<file path="src/mvu_settings.svh">
`ifndef MVU_SETTINGS_SVH
`define MVU_SETTINGS_SVH

// Datapath precisions
`define MVU_LANES 4
`define MVU_IPREC 8
`define MVU_MPREC 16
`define MVU_OPREC 32
`define MVU_DATAW 32

// Matrix shape with 16 columns spread over 4 lanes
`define MVU_ROWS  4
`define MVU_WORDS 4

// APB byte offsets
`define MVU_ADDRW    12
`define MVU_A_CTRL   12'h000
`define MVU_A_STATUS 12'h004
`define MVU_A_WGT    12'h040
`define MVU_A_VEC    12'h080
`define MVU_A_RES    12'h0C0

`endif

</file>
<file path="src/mvu_pkg.sv">
`include "mvu_settings.svh"

package mvu_pkg;

    // Row index within the matrix
    typedef logic [$clog2(`MVU_ROWS)-1:0] mvu_row_t;

    // Sideband that travels with each operand word
    typedef struct packed {
        mvu_row_t row;
        // High on the final word of a row
        logic     last;
    } mvu_tag_t;

    // STATUS register layout
    typedef struct packed {
        logic done;
        logic busy;
    } mvu_status_t;

endpackage

</file>
<file path="src/dpe_req_if.sv">
`timescale 1ns/1ns
`include "mvu_settings.svh"

// Operand stream with no ready since the engine never stalls
interface dpe_req_if;
    logic                  valid;
    logic [`MVU_DATAW-1:0] dataa;
    logic [`MVU_DATAW-1:0] datab;
    mvu_pkg::mvu_tag_t     tag;

    modport src (
        output valid, dataa, datab, tag
    );

    modport snk (
        input valid, dataa, datab, tag
    );
endinterface

</file>
<file path="src/dpe.sv">
`timescale 1ns/1ns
`include "mvu_settings.svh"

module dpe #(
    parameter type tag_t = logic
) (
    input  logic                  clk,
    input  logic                  rst,
    dpe_req_if.snk                i_req,
    output logic                  o_valid,
    output logic [`MVU_OPREC-1:0] o_result,
    output tag_t                  o_tag
);

    localparam int OPREC  = `MVU_OPREC;
    localparam int LEVELS = $clog2(`MVU_LANES);
    // Input register and multiply, then one register per tree level
    localparam int LAT    = 2 + LEVELS;

    logic [`MVU_DATAW-1:0]        r_dataa;
    logic [`MVU_DATAW-1:0]        r_datab;
    logic signed [`MVU_MPREC-1:0] r_prod [`MVU_LANES];
    logic [LAT-1:0]               r_valid;
    tag_t                         r_tag [LAT];

    always_ff @(posedge clk) begin
        r_dataa <= i_req.dataa;
        r_datab <= i_req.datab;
    end

    // Signed product per lane
    always_ff @(posedge clk) begin
        for (int n = 0; n < `MVU_LANES; n++) begin
            r_prod[n] <= $signed(r_dataa[n*`MVU_IPREC +: `MVU_IPREC]) *
                         $signed(r_datab[n*`MVU_IPREC +: `MVU_IPREC]);
        end
    end

    // Pairwise adder tree where each level halves the node count
    for (genvar l = 0; l < LEVELS; l++) begin : g_level
        localparam int NODES = `MVU_LANES >> (l + 1);
        logic signed [OPREC-1:0] r_node [NODES];

        if (l == 0) begin : g_leaf
            always_ff @(posedge clk) begin
                for (int n = 0; n < NODES; n++) begin
                    r_node[n] <= OPREC'(r_prod[2*n]) + OPREC'(r_prod[2*n+1]);
                end
            end
        end else begin : g_inner
            always_ff @(posedge clk) begin
                for (int n = 0; n < NODES; n++) begin
                    r_node[n] <= g_level[l-1].r_node[2*n] + g_level[l-1].r_node[2*n+1];
                end
            end
        end
    end

    // Valid follows the data through every stage
    always_ff @(posedge clk) begin
        if (rst) begin
            r_valid <= '0;
        end else begin
            r_valid <= {r_valid[LAT-2:0], i_req.valid};
        end
    end

    always_ff @(posedge clk) begin
        r_tag[0] <= tag_t'(i_req.tag);
        for (int k = 1; k < LAT; k++) begin
            r_tag[k] <= r_tag[k-1];
        end
    end

    assign o_valid  = r_valid[LAT-1];
    assign o_result = g_level[LEVELS-1].r_node[0];
    assign o_tag    = r_tag[LAT-1];

endmodule

</file>
<file path="src/mvu_accum.sv">
`timescale 1ns/1ns
`include "mvu_settings.svh"

module mvu_accum (
    input  logic                  clk,
    input  logic                  rst,
    input  logic                  i_valid,
    input  logic [`MVU_OPREC-1:0] i_result,
    input  mvu_pkg::mvu_tag_t     i_tag,
    output logic                  o_wr,
    output mvu_pkg::mvu_row_t     o_row,
    output logic [`MVU_OPREC-1:0] o_sum,
    output logic                  o_done
);

    localparam mvu_pkg::mvu_row_t LAST_ROW = mvu_pkg::mvu_row_t'(`MVU_ROWS - 1);

    logic [`MVU_OPREC-1:0] r_acc;
    logic [`MVU_OPREC-1:0] row_sum;
    logic                  row_end;

    // Sum of the row so far including the incoming word
    assign row_sum = r_acc + i_result;
    assign row_end = i_valid && i_tag.last;

    always_ff @(posedge clk) begin
        if (rst) begin
            r_acc  <= '0;
            o_wr   <= 1'b0;
            o_done <= 1'b0;
        end else begin
            o_wr   <= row_end;
            o_done <= row_end && (i_tag.row == LAST_ROW);
            if (i_valid) begin
                // Restart for the next row after its last word
                r_acc <= i_tag.last ? '0 : row_sum;
            end
        end
    end

    always_ff @(posedge clk) begin
        if (row_end) begin
            o_row <= i_tag.row;
            o_sum <= row_sum;
        end
    end

endmodule

</file>
<file path="src/mvu_regs.sv">
`timescale 1ns/1ns
`include "mvu_settings.svh"

module mvu_regs (
    input  logic                                    clk,
    input  logic                                    rst,
    input  logic                                    i_psel,
    input  logic                                    i_penable,
    input  logic                                    i_pwrite,
    input  logic [`MVU_ADDRW-1:0]                   i_paddr,
    input  logic [`MVU_DATAW-1:0]                   i_pwdata,
    output logic [`MVU_DATAW-1:0]                   o_prdata,
    output logic                                    o_pready,
    output logic                                    o_pslverr,
    input  logic                                    i_busy,
    output logic                                    o_start,
    input  logic [$clog2(`MVU_ROWS*`MVU_WORDS)-1:0] i_wgt_idx,
    output logic [`MVU_DATAW-1:0]                   o_wgt,
    input  logic [$clog2(`MVU_WORDS)-1:0]           i_vec_idx,
    output logic [`MVU_DATAW-1:0]                   o_vec,
    input  logic                                    i_res_wr,
    input  mvu_pkg::mvu_row_t                       i_res_row,
    input  logic [`MVU_OPREC-1:0]                   i_res_sum,
    input  logic                                    i_done
);

    localparam int DATAW = `MVU_DATAW;
    localparam int NWGT  = `MVU_ROWS * `MVU_WORDS;
    localparam int WIDXW = $clog2(NWGT);
    localparam int VIDXW = $clog2(`MVU_WORDS);
    localparam int RIDXW = $clog2(`MVU_ROWS);

    logic [`MVU_DATAW-1:0] wgt_mem [NWGT];
    logic [`MVU_DATAW-1:0] vec_mem [`MVU_WORDS];
    logic [`MVU_OPREC-1:0] res_reg [`MVU_ROWS];
    logic                  r_done;

    logic                  access;
    logic                  wr;
    logic                  aligned;
    logic                  hit_ctrl;
    logic                  hit_status;
    logic                  hit_wgt;
    logic                  hit_vec;
    logic                  hit_res;
    logic                  mapped;
    logic                  start_req;
    logic [WIDXW-1:0]      a_wgt;
    logic [VIDXW-1:0]      a_vec;
    logic [RIDXW-1:0]      a_res;
    mvu_pkg::mvu_status_t  status;

    assign access  = i_psel && i_penable;
    assign wr      = access && i_pwrite;
    assign aligned = (i_paddr[1:0] == 2'b00);

    // Only word aligned offsets decode
    assign hit_ctrl   = aligned && (i_paddr == `MVU_A_CTRL);
    assign hit_status = aligned && (i_paddr == `MVU_A_STATUS);
    assign hit_wgt    = aligned && (i_paddr >= `MVU_A_WGT) &&
                        (i_paddr < `MVU_A_WGT + 4 * NWGT);
    assign hit_vec    = aligned && (i_paddr >= `MVU_A_VEC) &&
                        (i_paddr < `MVU_A_VEC + 4 * `MVU_WORDS);
    assign hit_res    = aligned && (i_paddr >= `MVU_A_RES) &&
                        (i_paddr < `MVU_A_RES + 4 * `MVU_ROWS);
    assign mapped     = hit_ctrl || hit_status || hit_wgt || hit_vec || hit_res;

    assign a_wgt = WIDXW'((i_paddr - `MVU_A_WGT) >> 2);
    assign a_vec = VIDXW'((i_paddr - `MVU_A_VEC) >> 2);
    assign a_res = RIDXW'((i_paddr - `MVU_A_RES) >> 2);

    // Results are read only over APB
    assign o_pslverr = access && (!mapped || (i_pwrite && hit_res));
    assign o_pready  = 1'b1;

    // A second start is dropped while a run is pending or in progress
    assign start_req = wr && hit_ctrl && i_pwdata[0] && !i_busy && !o_start;

    assign status = '{done: r_done, busy: i_busy};

    always_comb begin
        o_prdata = '0;
        if (hit_status) begin
            o_prdata = DATAW'(status);
        end else if (hit_wgt) begin
            o_prdata = wgt_mem[a_wgt];
        end else if (hit_vec) begin
            o_prdata = vec_mem[a_vec];
        end else if (hit_res) begin
            o_prdata = DATAW'(res_reg[a_res]);
        end
    end

    always_ff @(posedge clk) begin
        if (rst) begin
            o_start <= 1'b0;
            r_done  <= 1'b0;
            for (int i = 0; i < NWGT; i++) begin
                wgt_mem[i] <= '0;
            end
            for (int i = 0; i < `MVU_WORDS; i++) begin
                vec_mem[i] <= '0;
            end
            for (int i = 0; i < `MVU_ROWS; i++) begin
                res_reg[i] <= '0;
            end
        end else begin
            o_start <= start_req;
            if (start_req) begin
                r_done <= 1'b0;
            end else if (i_done) begin
                r_done <= 1'b1;
            end
            if (wr && hit_wgt) begin
                wgt_mem[a_wgt] <= i_pwdata;
            end
            if (wr && hit_vec) begin
                vec_mem[a_vec] <= i_pwdata;
            end
            if (i_res_wr) begin
                res_reg[i_res_row] <= i_res_sum;
            end
        end
    end

    // Combinational read ports for the sequencer
    assign o_wgt = wgt_mem[i_wgt_idx];
    assign o_vec = vec_mem[i_vec_idx];

endmodule

</file>
<file path="src/mvu_sequencer.sv">
`timescale 1ns/1ns
`include "mvu_settings.svh"

module mvu_sequencer (
    input  logic                                    clk,
    input  logic                                    rst,
    input  logic                                    i_start,
    output logic                                    o_busy,
    output logic [$clog2(`MVU_ROWS*`MVU_WORDS)-1:0] o_wgt_idx,
    input  logic [`MVU_DATAW-1:0]                   i_wgt,
    output logic [$clog2(`MVU_WORDS)-1:0]           o_vec_idx,
    input  logic [`MVU_DATAW-1:0]                   i_vec,
    dpe_req_if.src                                  o_req
);

    localparam int WIDXW = $clog2(`MVU_ROWS * `MVU_WORDS);
    localparam int VIDXW = $clog2(`MVU_WORDS);
    localparam mvu_pkg::mvu_row_t LAST_ROW  = mvu_pkg::mvu_row_t'(`MVU_ROWS - 1);
    localparam logic [VIDXW-1:0]  LAST_WORD = VIDXW'(`MVU_WORDS - 1);

    mvu_pkg::mvu_row_t r_row;
    logic [VIDXW-1:0]  r_word;
    logic              last_word;

    assign last_word = (r_word == LAST_WORD);

    // One word per cycle, row-major over the weight matrix
    always_ff @(posedge clk) begin
        if (rst) begin
            o_busy <= 1'b0;
            r_row  <= '0;
            r_word <= '0;
        end else if (i_start && !o_busy) begin
            o_busy <= 1'b1;
            r_row  <= '0;
            r_word <= '0;
        end else if (o_busy) begin
            r_word <= last_word ? '0 : r_word + 1'b1;
            if (last_word) begin
                if (r_row == LAST_ROW) begin
                    o_busy <= 1'b0;
                    r_row  <= '0;
                end else begin
                    r_row <= r_row + 1'b1;
                end
            end
        end
    end

    assign o_wgt_idx = WIDXW'(r_row * `MVU_WORDS + r_word);
    assign o_vec_idx = r_word;

    assign o_req.valid = o_busy;
    assign o_req.dataa = i_wgt;
    assign o_req.datab = i_vec;
    assign o_req.tag   = '{row: r_row, last: last_word};

endmodule

</file>
<file path="src/mvu_top.sv">
`timescale 1ns/1ns
`include "mvu_settings.svh"

module mvu_top (
    input  logic                  clk,
    input  logic                  rst,
    input  logic                  i_psel,
    input  logic                  i_penable,
    input  logic                  i_pwrite,
    input  logic [`MVU_ADDRW-1:0] i_paddr,
    input  logic [`MVU_DATAW-1:0] i_pwdata,
    output logic [`MVU_DATAW-1:0] o_prdata,
    output logic                  o_pready,
    output logic                  o_pslverr
);

    logic                                    busy;
    logic                                    start;
    logic [$clog2(`MVU_ROWS*`MVU_WORDS)-1:0] wgt_idx;
    logic [`MVU_DATAW-1:0]                   wgt;
    logic [$clog2(`MVU_WORDS)-1:0]           vec_idx;
    logic [`MVU_DATAW-1:0]                   vec;
    logic                                    dpe_valid;
    logic [`MVU_OPREC-1:0]                   dpe_result;
    mvu_pkg::mvu_tag_t                       dpe_tag;
    logic                                    res_wr;
    mvu_pkg::mvu_row_t                       res_row;
    logic [`MVU_OPREC-1:0]                   res_sum;
    logic                                    done;

    dpe_req_if req_if ();

    mvu_regs u_regs (
        .clk       (clk),
        .rst       (rst),
        .i_psel    (i_psel),
        .i_penable (i_penable),
        .i_pwrite  (i_pwrite),
        .i_paddr   (i_paddr),
        .i_pwdata  (i_pwdata),
        .o_prdata  (o_prdata),
        .o_pready  (o_pready),
        .o_pslverr (o_pslverr),
        .i_busy    (busy),
        .o_start   (start),
        .i_wgt_idx (wgt_idx),
        .o_wgt     (wgt),
        .i_vec_idx (vec_idx),
        .o_vec     (vec),
        .i_res_wr  (res_wr),
        .i_res_row (res_row),
        .i_res_sum (res_sum),
        .i_done    (done)
    );

    mvu_sequencer u_seq (
        .clk       (clk),
        .rst       (rst),
        .i_start   (start),
        .o_busy    (busy),
        .o_wgt_idx (wgt_idx),
        .i_wgt     (wgt),
        .o_vec_idx (vec_idx),
        .i_vec     (vec),
        .o_req     (req_if)
    );

    dpe #(
        .tag_t (mvu_pkg::mvu_tag_t)
    ) u_dpe (
        .clk      (clk),
        .rst      (rst),
        .i_req    (req_if),
        .o_valid  (dpe_valid),
        .o_result (dpe_result),
        .o_tag    (dpe_tag)
    );

    mvu_accum u_accum (
        .clk      (clk),
        .rst      (rst),
        .i_valid  (dpe_valid),
        .i_result (dpe_result),
        .i_tag    (dpe_tag),
        .o_wr     (res_wr),
        .o_row    (res_row),
        .o_sum    (res_sum),
        .o_done   (done)
    );

endmodule

</file>
<file path="config.mk">
export PLATFORM = sky130hd
export DESIGN_NAME = mvu_top
export DESIGN_NICKNAME = d
export VERILOG_FILES = /design/src/mvu_pkg.sv /design/src/dpe_req_if.sv /design/src/dpe.sv /design/src/mvu_accum.sv /design/src/mvu_regs.sv /design/src/mvu_sequencer.sv /design/src/mvu_top.sv
export VERILOG_INCLUDE_DIRS = /design/src
export SDC_FILE = /design/constraint.sdc
export NUM_CORES = 2
export LEC_CHECK = 0
export ABC_AREA = 1
export ABC_CLOCK_PERIOD_IN_PS = 5490
export BUFFER_PORTS_ARGS = -buffer_cell sky130_fd_sc_hd__clkbuf_2
export CORE_ASPECT_RATIO = 0.75
export CORE_MARGIN = 1
export CORE_UTILIZATION = 37
export DETAILED_ROUTE_END_ITERATION = 10
export HOLD_SLACK_MARGIN = 0.1
export PLACE_DENSITY = 0.55
export SYNTH_ARGS = -nofsm -noshare
export SYNTH_HDL_FRONTEND = slang
export SYNTH_HIERARCHICAL = 1
export SYNTH_SLANG_ARGS = --single-unit
export TNS_END_PERCENT = 50
</file>
<file path="constraint.sdc">
create_clock -name clk -period 5.49 [get_ports clk]
set_clock_uncertainty 0.2 [all_clocks]
set_input_delay 0.8235 -clock clk [delete_from_list [all_inputs] [get_ports clk]]
set_output_delay 0.8235 -clock clk [all_outputs]
set_load 0.005 [all_outputs]
</file>
Word level (Yosys, flattened, before mapping)

Memories as Yosys holds them, arrays and structs flattened. A register that Yosys moved wholly into a read port is not among the register bits.
Index checks and enable logic that the tools add are counted.

Register bits after elaboration: 79
Memory bits (writable): 940
Input bits: 49
Output and inout port bits: 34
Logic and storage cells: 110
Memories kept: 7

Add/subtract/negate cells: 10
Multipliers: 4
$lt $le $gt $ge: 6
Equal/unequal tests: 4
Multiplexer cells: 31
Reductions and logical operators: 37

Memory list:

| name                    | words | width | read ports | clocked after Yosys merged registers in | wr ports | line           | text |
|---|---|---|---|---|---|---|---|
| u_regs.wgt_mem          | 16    | 32    | 2          | 1                                       | 16       | mvu_regs.sv:33 | `` logic [`MVU_DATAW-1:0] wgt_mem [NWGT]; `` |
| u_regs.res_reg          | 4     | 32    | 1          | 0                                       | 4        | mvu_regs.sv:35 | `` logic [`MVU_OPREC-1:0] res_reg [`MVU_ROWS]; `` |
| u_regs.vec_mem          | 4     | 32    | 2          | 1                                       | 4        | mvu_regs.sv:34 | `` logic [`MVU_DATAW-1:0] vec_mem [`MVU_WORDS]; `` |
| u_dpe.g_level[0].r_node | 2     | 32    | 2          | 0                                       | 2        | dpe.sv:42      | `logic signed [OPREC-1:0] r_node [NODES];` |
| u_dpe.r_prod            | 4     | 16    | 4          | 0                                       | 4        | dpe.sv:22      | `` logic signed [`MVU_MPREC-1:0] r_prod [`MVU_LANES]; `` |
| u_dpe.g_level[1].r_node | 1     | 32    | 1          | 0                                       | 1        | dpe.sv:42      |  |
| 1 more memories         | --    | --    | --         | --                                      | --       | --             |  |

Operators with widths:

| cell                                                                                  | number |
|---|---|
| 32-bit 2-to-1 mux                                                                     | 8 |
| 32-bit OR reduction                                                                   | 3 |
| 32-bit adder                                                                          | 2 |
| 8-bit by 8-bit multiplier with 16-bit output                                          | 4 |
| 12-bit by 8-bit < comparator with 1-bit output (second input constant)                | 3 |
| 16-bit by 16-bit adder with 17-bit output                                             | 2 |
| 12-bit by 8-bit greater-or-equal comparator with 1-bit output (second input constant) | 2 |
| 1-bit logical AND                                                                     | 21 |
| 1-bit 2-to-1 mux                                                                      | 18 |
| 12-bit by 3-bit equality test with 1-bit output (second input constant)               | 1 |
| 12-bit by 7-bit greater-or-equal comparator with 1-bit output (second input constant) | 1 |
| 12-bit zero test                                                                      | 1 |
| 2-bit 2-to-1 mux                                                                      | 4 |
| 4-bit by 1-bit subtractor with 4-bit output (second input constant)                   | 2 |
| 2-bit equality test (second input constant)                                           | 3 |
| 6-bit by 1-bit subtractor with 6-bit output (second input constant)                   | 1 |
| 1-bit logical OR                                                                      | 5 |
| 2-bit by 1-bit adder with 2-bit output (second input constant)                        | 2 |
| 4-bit by 2-bit adder with 4-bit output                                                | 1 |
| 4-bit 2-to-1 mux                                                                      | 1 |
| 2-bit OR reduction                                                                    | 2 |
| 1-bit zero test                                                                       | 3 |
| 2-bit zero test                                                                       | 1 |
| 2-bit AND reduction                                                                   | 1 |

Longest topological paths before layout

Depth after elaboration: 9
Depth in mapped cells: 22

Modules after synthesis

Netlist, hierarchy kept.

By module, submodules not included:

| module        | instances | cells an instance | area an instance (um^2) | seq. area each (um^2) |
|---|---|---|---|---|
| mvu_regs      | 1         | 4076              | 38326.8                 | 23102.2 |
| dpe           | 1         | 2257              | 17874.6                 | 4204.0 |
| mvu_accum     | 1         | 682               | 4599.4                  | 1701.6 |
| mvu_sequencer | 1         | 101               | 768.2                   | 100.1 |

Least setup slack after synthesis

OpenSTA, ideal clock, no wires.

Path kind: in2reg
Start: in i_paddr[2]
End: mem u_regs/vec_mem[3][0] (netlist name) (enable)
Arrival: 3.861 ns
Setup slack: 0.964 ns
Stages on the path: 5
Path buffers: 3
Cell sequence: buf_2 nand2_1 buf_2 clkbuf_1 o21ai_0

RTL lines:

| element            | line           | text |
|---|---|---|
| start: declaration | mvu_top.sv:10  | `` input logic [`MVU_ADDRW-1:0] i_paddr, `` |
| end: declaration   | mvu_regs.sv:34 |  |

Worst setup path in the final report

Start: in i_paddr[2]
End: out o_prdata[21]

Word-level cells in the longest chain between the ends: 7

Ends and longest elaborated chain:

| element                                                         | line           | text |
|---|---|---|
| branches (longest 6 deep; another with memory read 16 x 32 bit) | --             |  |
| 32-bit 2-to-1 mux *                                             | mvu_regs.sv:83 | `if (hit_status) begin` |
| end: declaration                                                | mvu_top.sv:12  | `` output logic [`MVU_DATAW-1:0] o_prdata, `` |

Every way passes the cells marked *.

==> metrics.cfg <==
[floorplanning]
die_width_um=473.0
rows=129
initial_core_util_pct=37.29
core_um2=165100
design.portCount=83
die_area_um2=168100
chipHeight_um=355.3

[synth]
synth_nets=7587
yosys_warnings=6
synth_flop_cell=edfxtp_1
synth_edf_count=802
syn_area_um2=61570
ys_async_sr_fraction_pct=0
synth_cell_types=55
synthCells=7116
synth_top_cells_by_area=edfxtp_1, nor2_1, dfxtp_1, nand2_1, fa_1
netlist_top_cells_count=nor2_1, nand2_1, inv_1, edfxtp_1, o21ai_0
yosys.area.top_type_share_pct=39.12
yosysTopAreaCell=edfxtp_1
synth_seq_cells=1053
ys_seq_area_share_pct=47.28
postSynthAreaPerCell_um2=8.652
yosysMostFrequentCell=nor2_1

[finish]
fin_nets=7401
area_growth_pct=9.545
layout-drive-gt1-share_pct=7.307
largest_reg_flops=512
fin_cells=9260

[setup_path]
crit_family=buffers and inverters
critical_path_required_ps=4470
cp_slowest_cell=inv_6
crit_buf_inv=4
cp_cell_sequence=clkbuf_2, nor2_4, inv_6, buf_4, nor2_1, nor2_1, nand2_1, nand2_1, nand2_1, o21ai_0, nand2_1, nor2_1, clkbuf_2
path_max_fanout=68
cp-end-kind=output pin
slowest_delay_ps=570
crit_path_frequent_cell=nand2_1
startpoint_type=input pin
critical_path_arrival_ps=3990
criticalPathCategory=in -> out

[sta]
slew_viol_final=0
maxSlewHeadroom_pct=9.727
timing.final.crit_share_pct=91.26
layout_min_cycle_time_ps=5010
fmax_mhz=199.6
fin_tns_setup_ps=0
tightest_slew_ps=1354
hold_viol_final=0
rsz0062_at_grt=no
setup_viol=0

[route]
drt_iter0_drc=6674
vias_per_cell=5.477
vias=50720
totalWireLength_um=221600
firstDrtPassIters=6
drc=0
post_drt_wl_per_cell_um=23.93
ant_nets=0

[hold_path]
hold_class=reg -> reg

[clocking]
post_cts_buffers=0
clk_pin_slew_ps=60
cts_root_buf=clkbuf_16
h-tree-depth=3
cts_buffers=108
cts.sinks=1053
cts_tree=built
clock_latency_ps=780
clk_path_buf_depth=3

[placed_design]
io_buffers=81
post-place-cells=9046
place.gp.congestion=0.9069
dp_hpwl_um=144300

[grt]
antenna_found_initial=35
track_usage_pct=25.94
grt_start_max_net_pins=169
grt_pass1_vias=47640
grt_pass1_wl_um=321700
overflow=0

[pwr]
pwr_density_cell_nw_per_um2=398.2
power_leakage_nw=30.02
peakVddDrop_mv=0.2826

[run]
maxCapViolations=0

[outcome]
status=completed

==> path summary, 6_finish.rpt <==
kind,start,slack [ps],cells after the start,to
worst min register to register,u_dpe/r_tag[0][2],130,0,u_dpe/r_tag[1][2]
worst max register to register,u_dpe/r_dataa[7],920,14,u_dpe/r_prod[0][13]
worst min-delay path,u_dpe/r_tag[0][2],130,0,u_dpe/r_tag[1][2]
worst max-delay path,i_paddr[2],480,13,o_prdata[21]
==> logic make-up after synthesis <==
logic type      after synthesis  synth area share, %
compound gates             1164                10.95
mux                           2              0.03252
simple gates               3012                19.72
fa+ha+maj                   422                11.31
buf+inv                    1377                9.466
xor+xnor                     85                1.246
other cells                   1             0.006091
flops                      1053                47.28
==> power by group <==
part / switching (mW) / total [mW] / internal, mW
clock network: 3.42 / 7.85 / 4.42
logic: 5.92 / 8.99 / 3.07
registers: 0.562 / 10.0 / 9.46
total: 9.90 / 26.9 / 17.0
==> stage by stage <==
stage	total power, mW	utilization [%]	hold slack [ps]	cell area [µm²]	worst slack [ps]
CTS	27.02	40.83	129.7	67420	601.1
detailed placement	19.13	38.55	113.9	63650	609.4
global route	28.61	40.83	134.9	67420	460.8
floorplan	16.36	-	109.6	61570	963.8
global placement	19.08	38.55	112.7	63650	622.6
finish	26.86	40.85	126.6	67450	479.6
==> area by class of cell <==
class                      instances  area [µm²]
antenna                           12       30.03
clock buffer                     146        3141
clock inverter                    55       614.3
fill                           16360       97670
inverter                         883        3326
multi-input combinational       4686       26770
sequential                      1053       29120
tap                             2227        2786
timing repair buffer             198        1662
==> timing repair <==
action / CTS / global route
hold buffers: 1 / 0
hold endpoints to repair: 1 / 0
gates resized for setup: 0 / 0
==> routing by layer <==
metal / GRT usage, % / routed length, µm
met5: 0 / 241
met4: 9.401 / 8579
met2: 36.32 / 88790
met1: 37.86 / 95900
met3: 7.101 / 28060
==> cells in the final DEF (no fill, tap or decap), types with 7 or more instances in the layout <==
cell,instances
a21oi_1,166
a21oi_2,13
a22oi_1,38
and2_1,20
buf_12,30
buf_4,86
bufinv_16,8
clkbuf_1,18
clkbuf_16,118
clkbuf_2,83
clkbuf_8,8
clkinv_1,17
clkinv_2,15
dfxtp_1,247
diode_2,12
edfxtp_1,802
fa_1,224
ha_1,198
inv_1,860
inv_2,17
inv_6,7
nand2_1,1208
nand2_2,35
nand2_4,21
nand3_1,141
nand3_2,8
nand4_1,30
nor2_1,1431
nor2_4,8
nor3_1,72
o211ai_1,26
o21ai_0,506
o21ai_1,8
o21bai_1,9
o221ai_1,63
o22ai_1,316
or2_2,9
xnor2_1,25
xor2_1,57
Power figures use the tool's default switching activity.
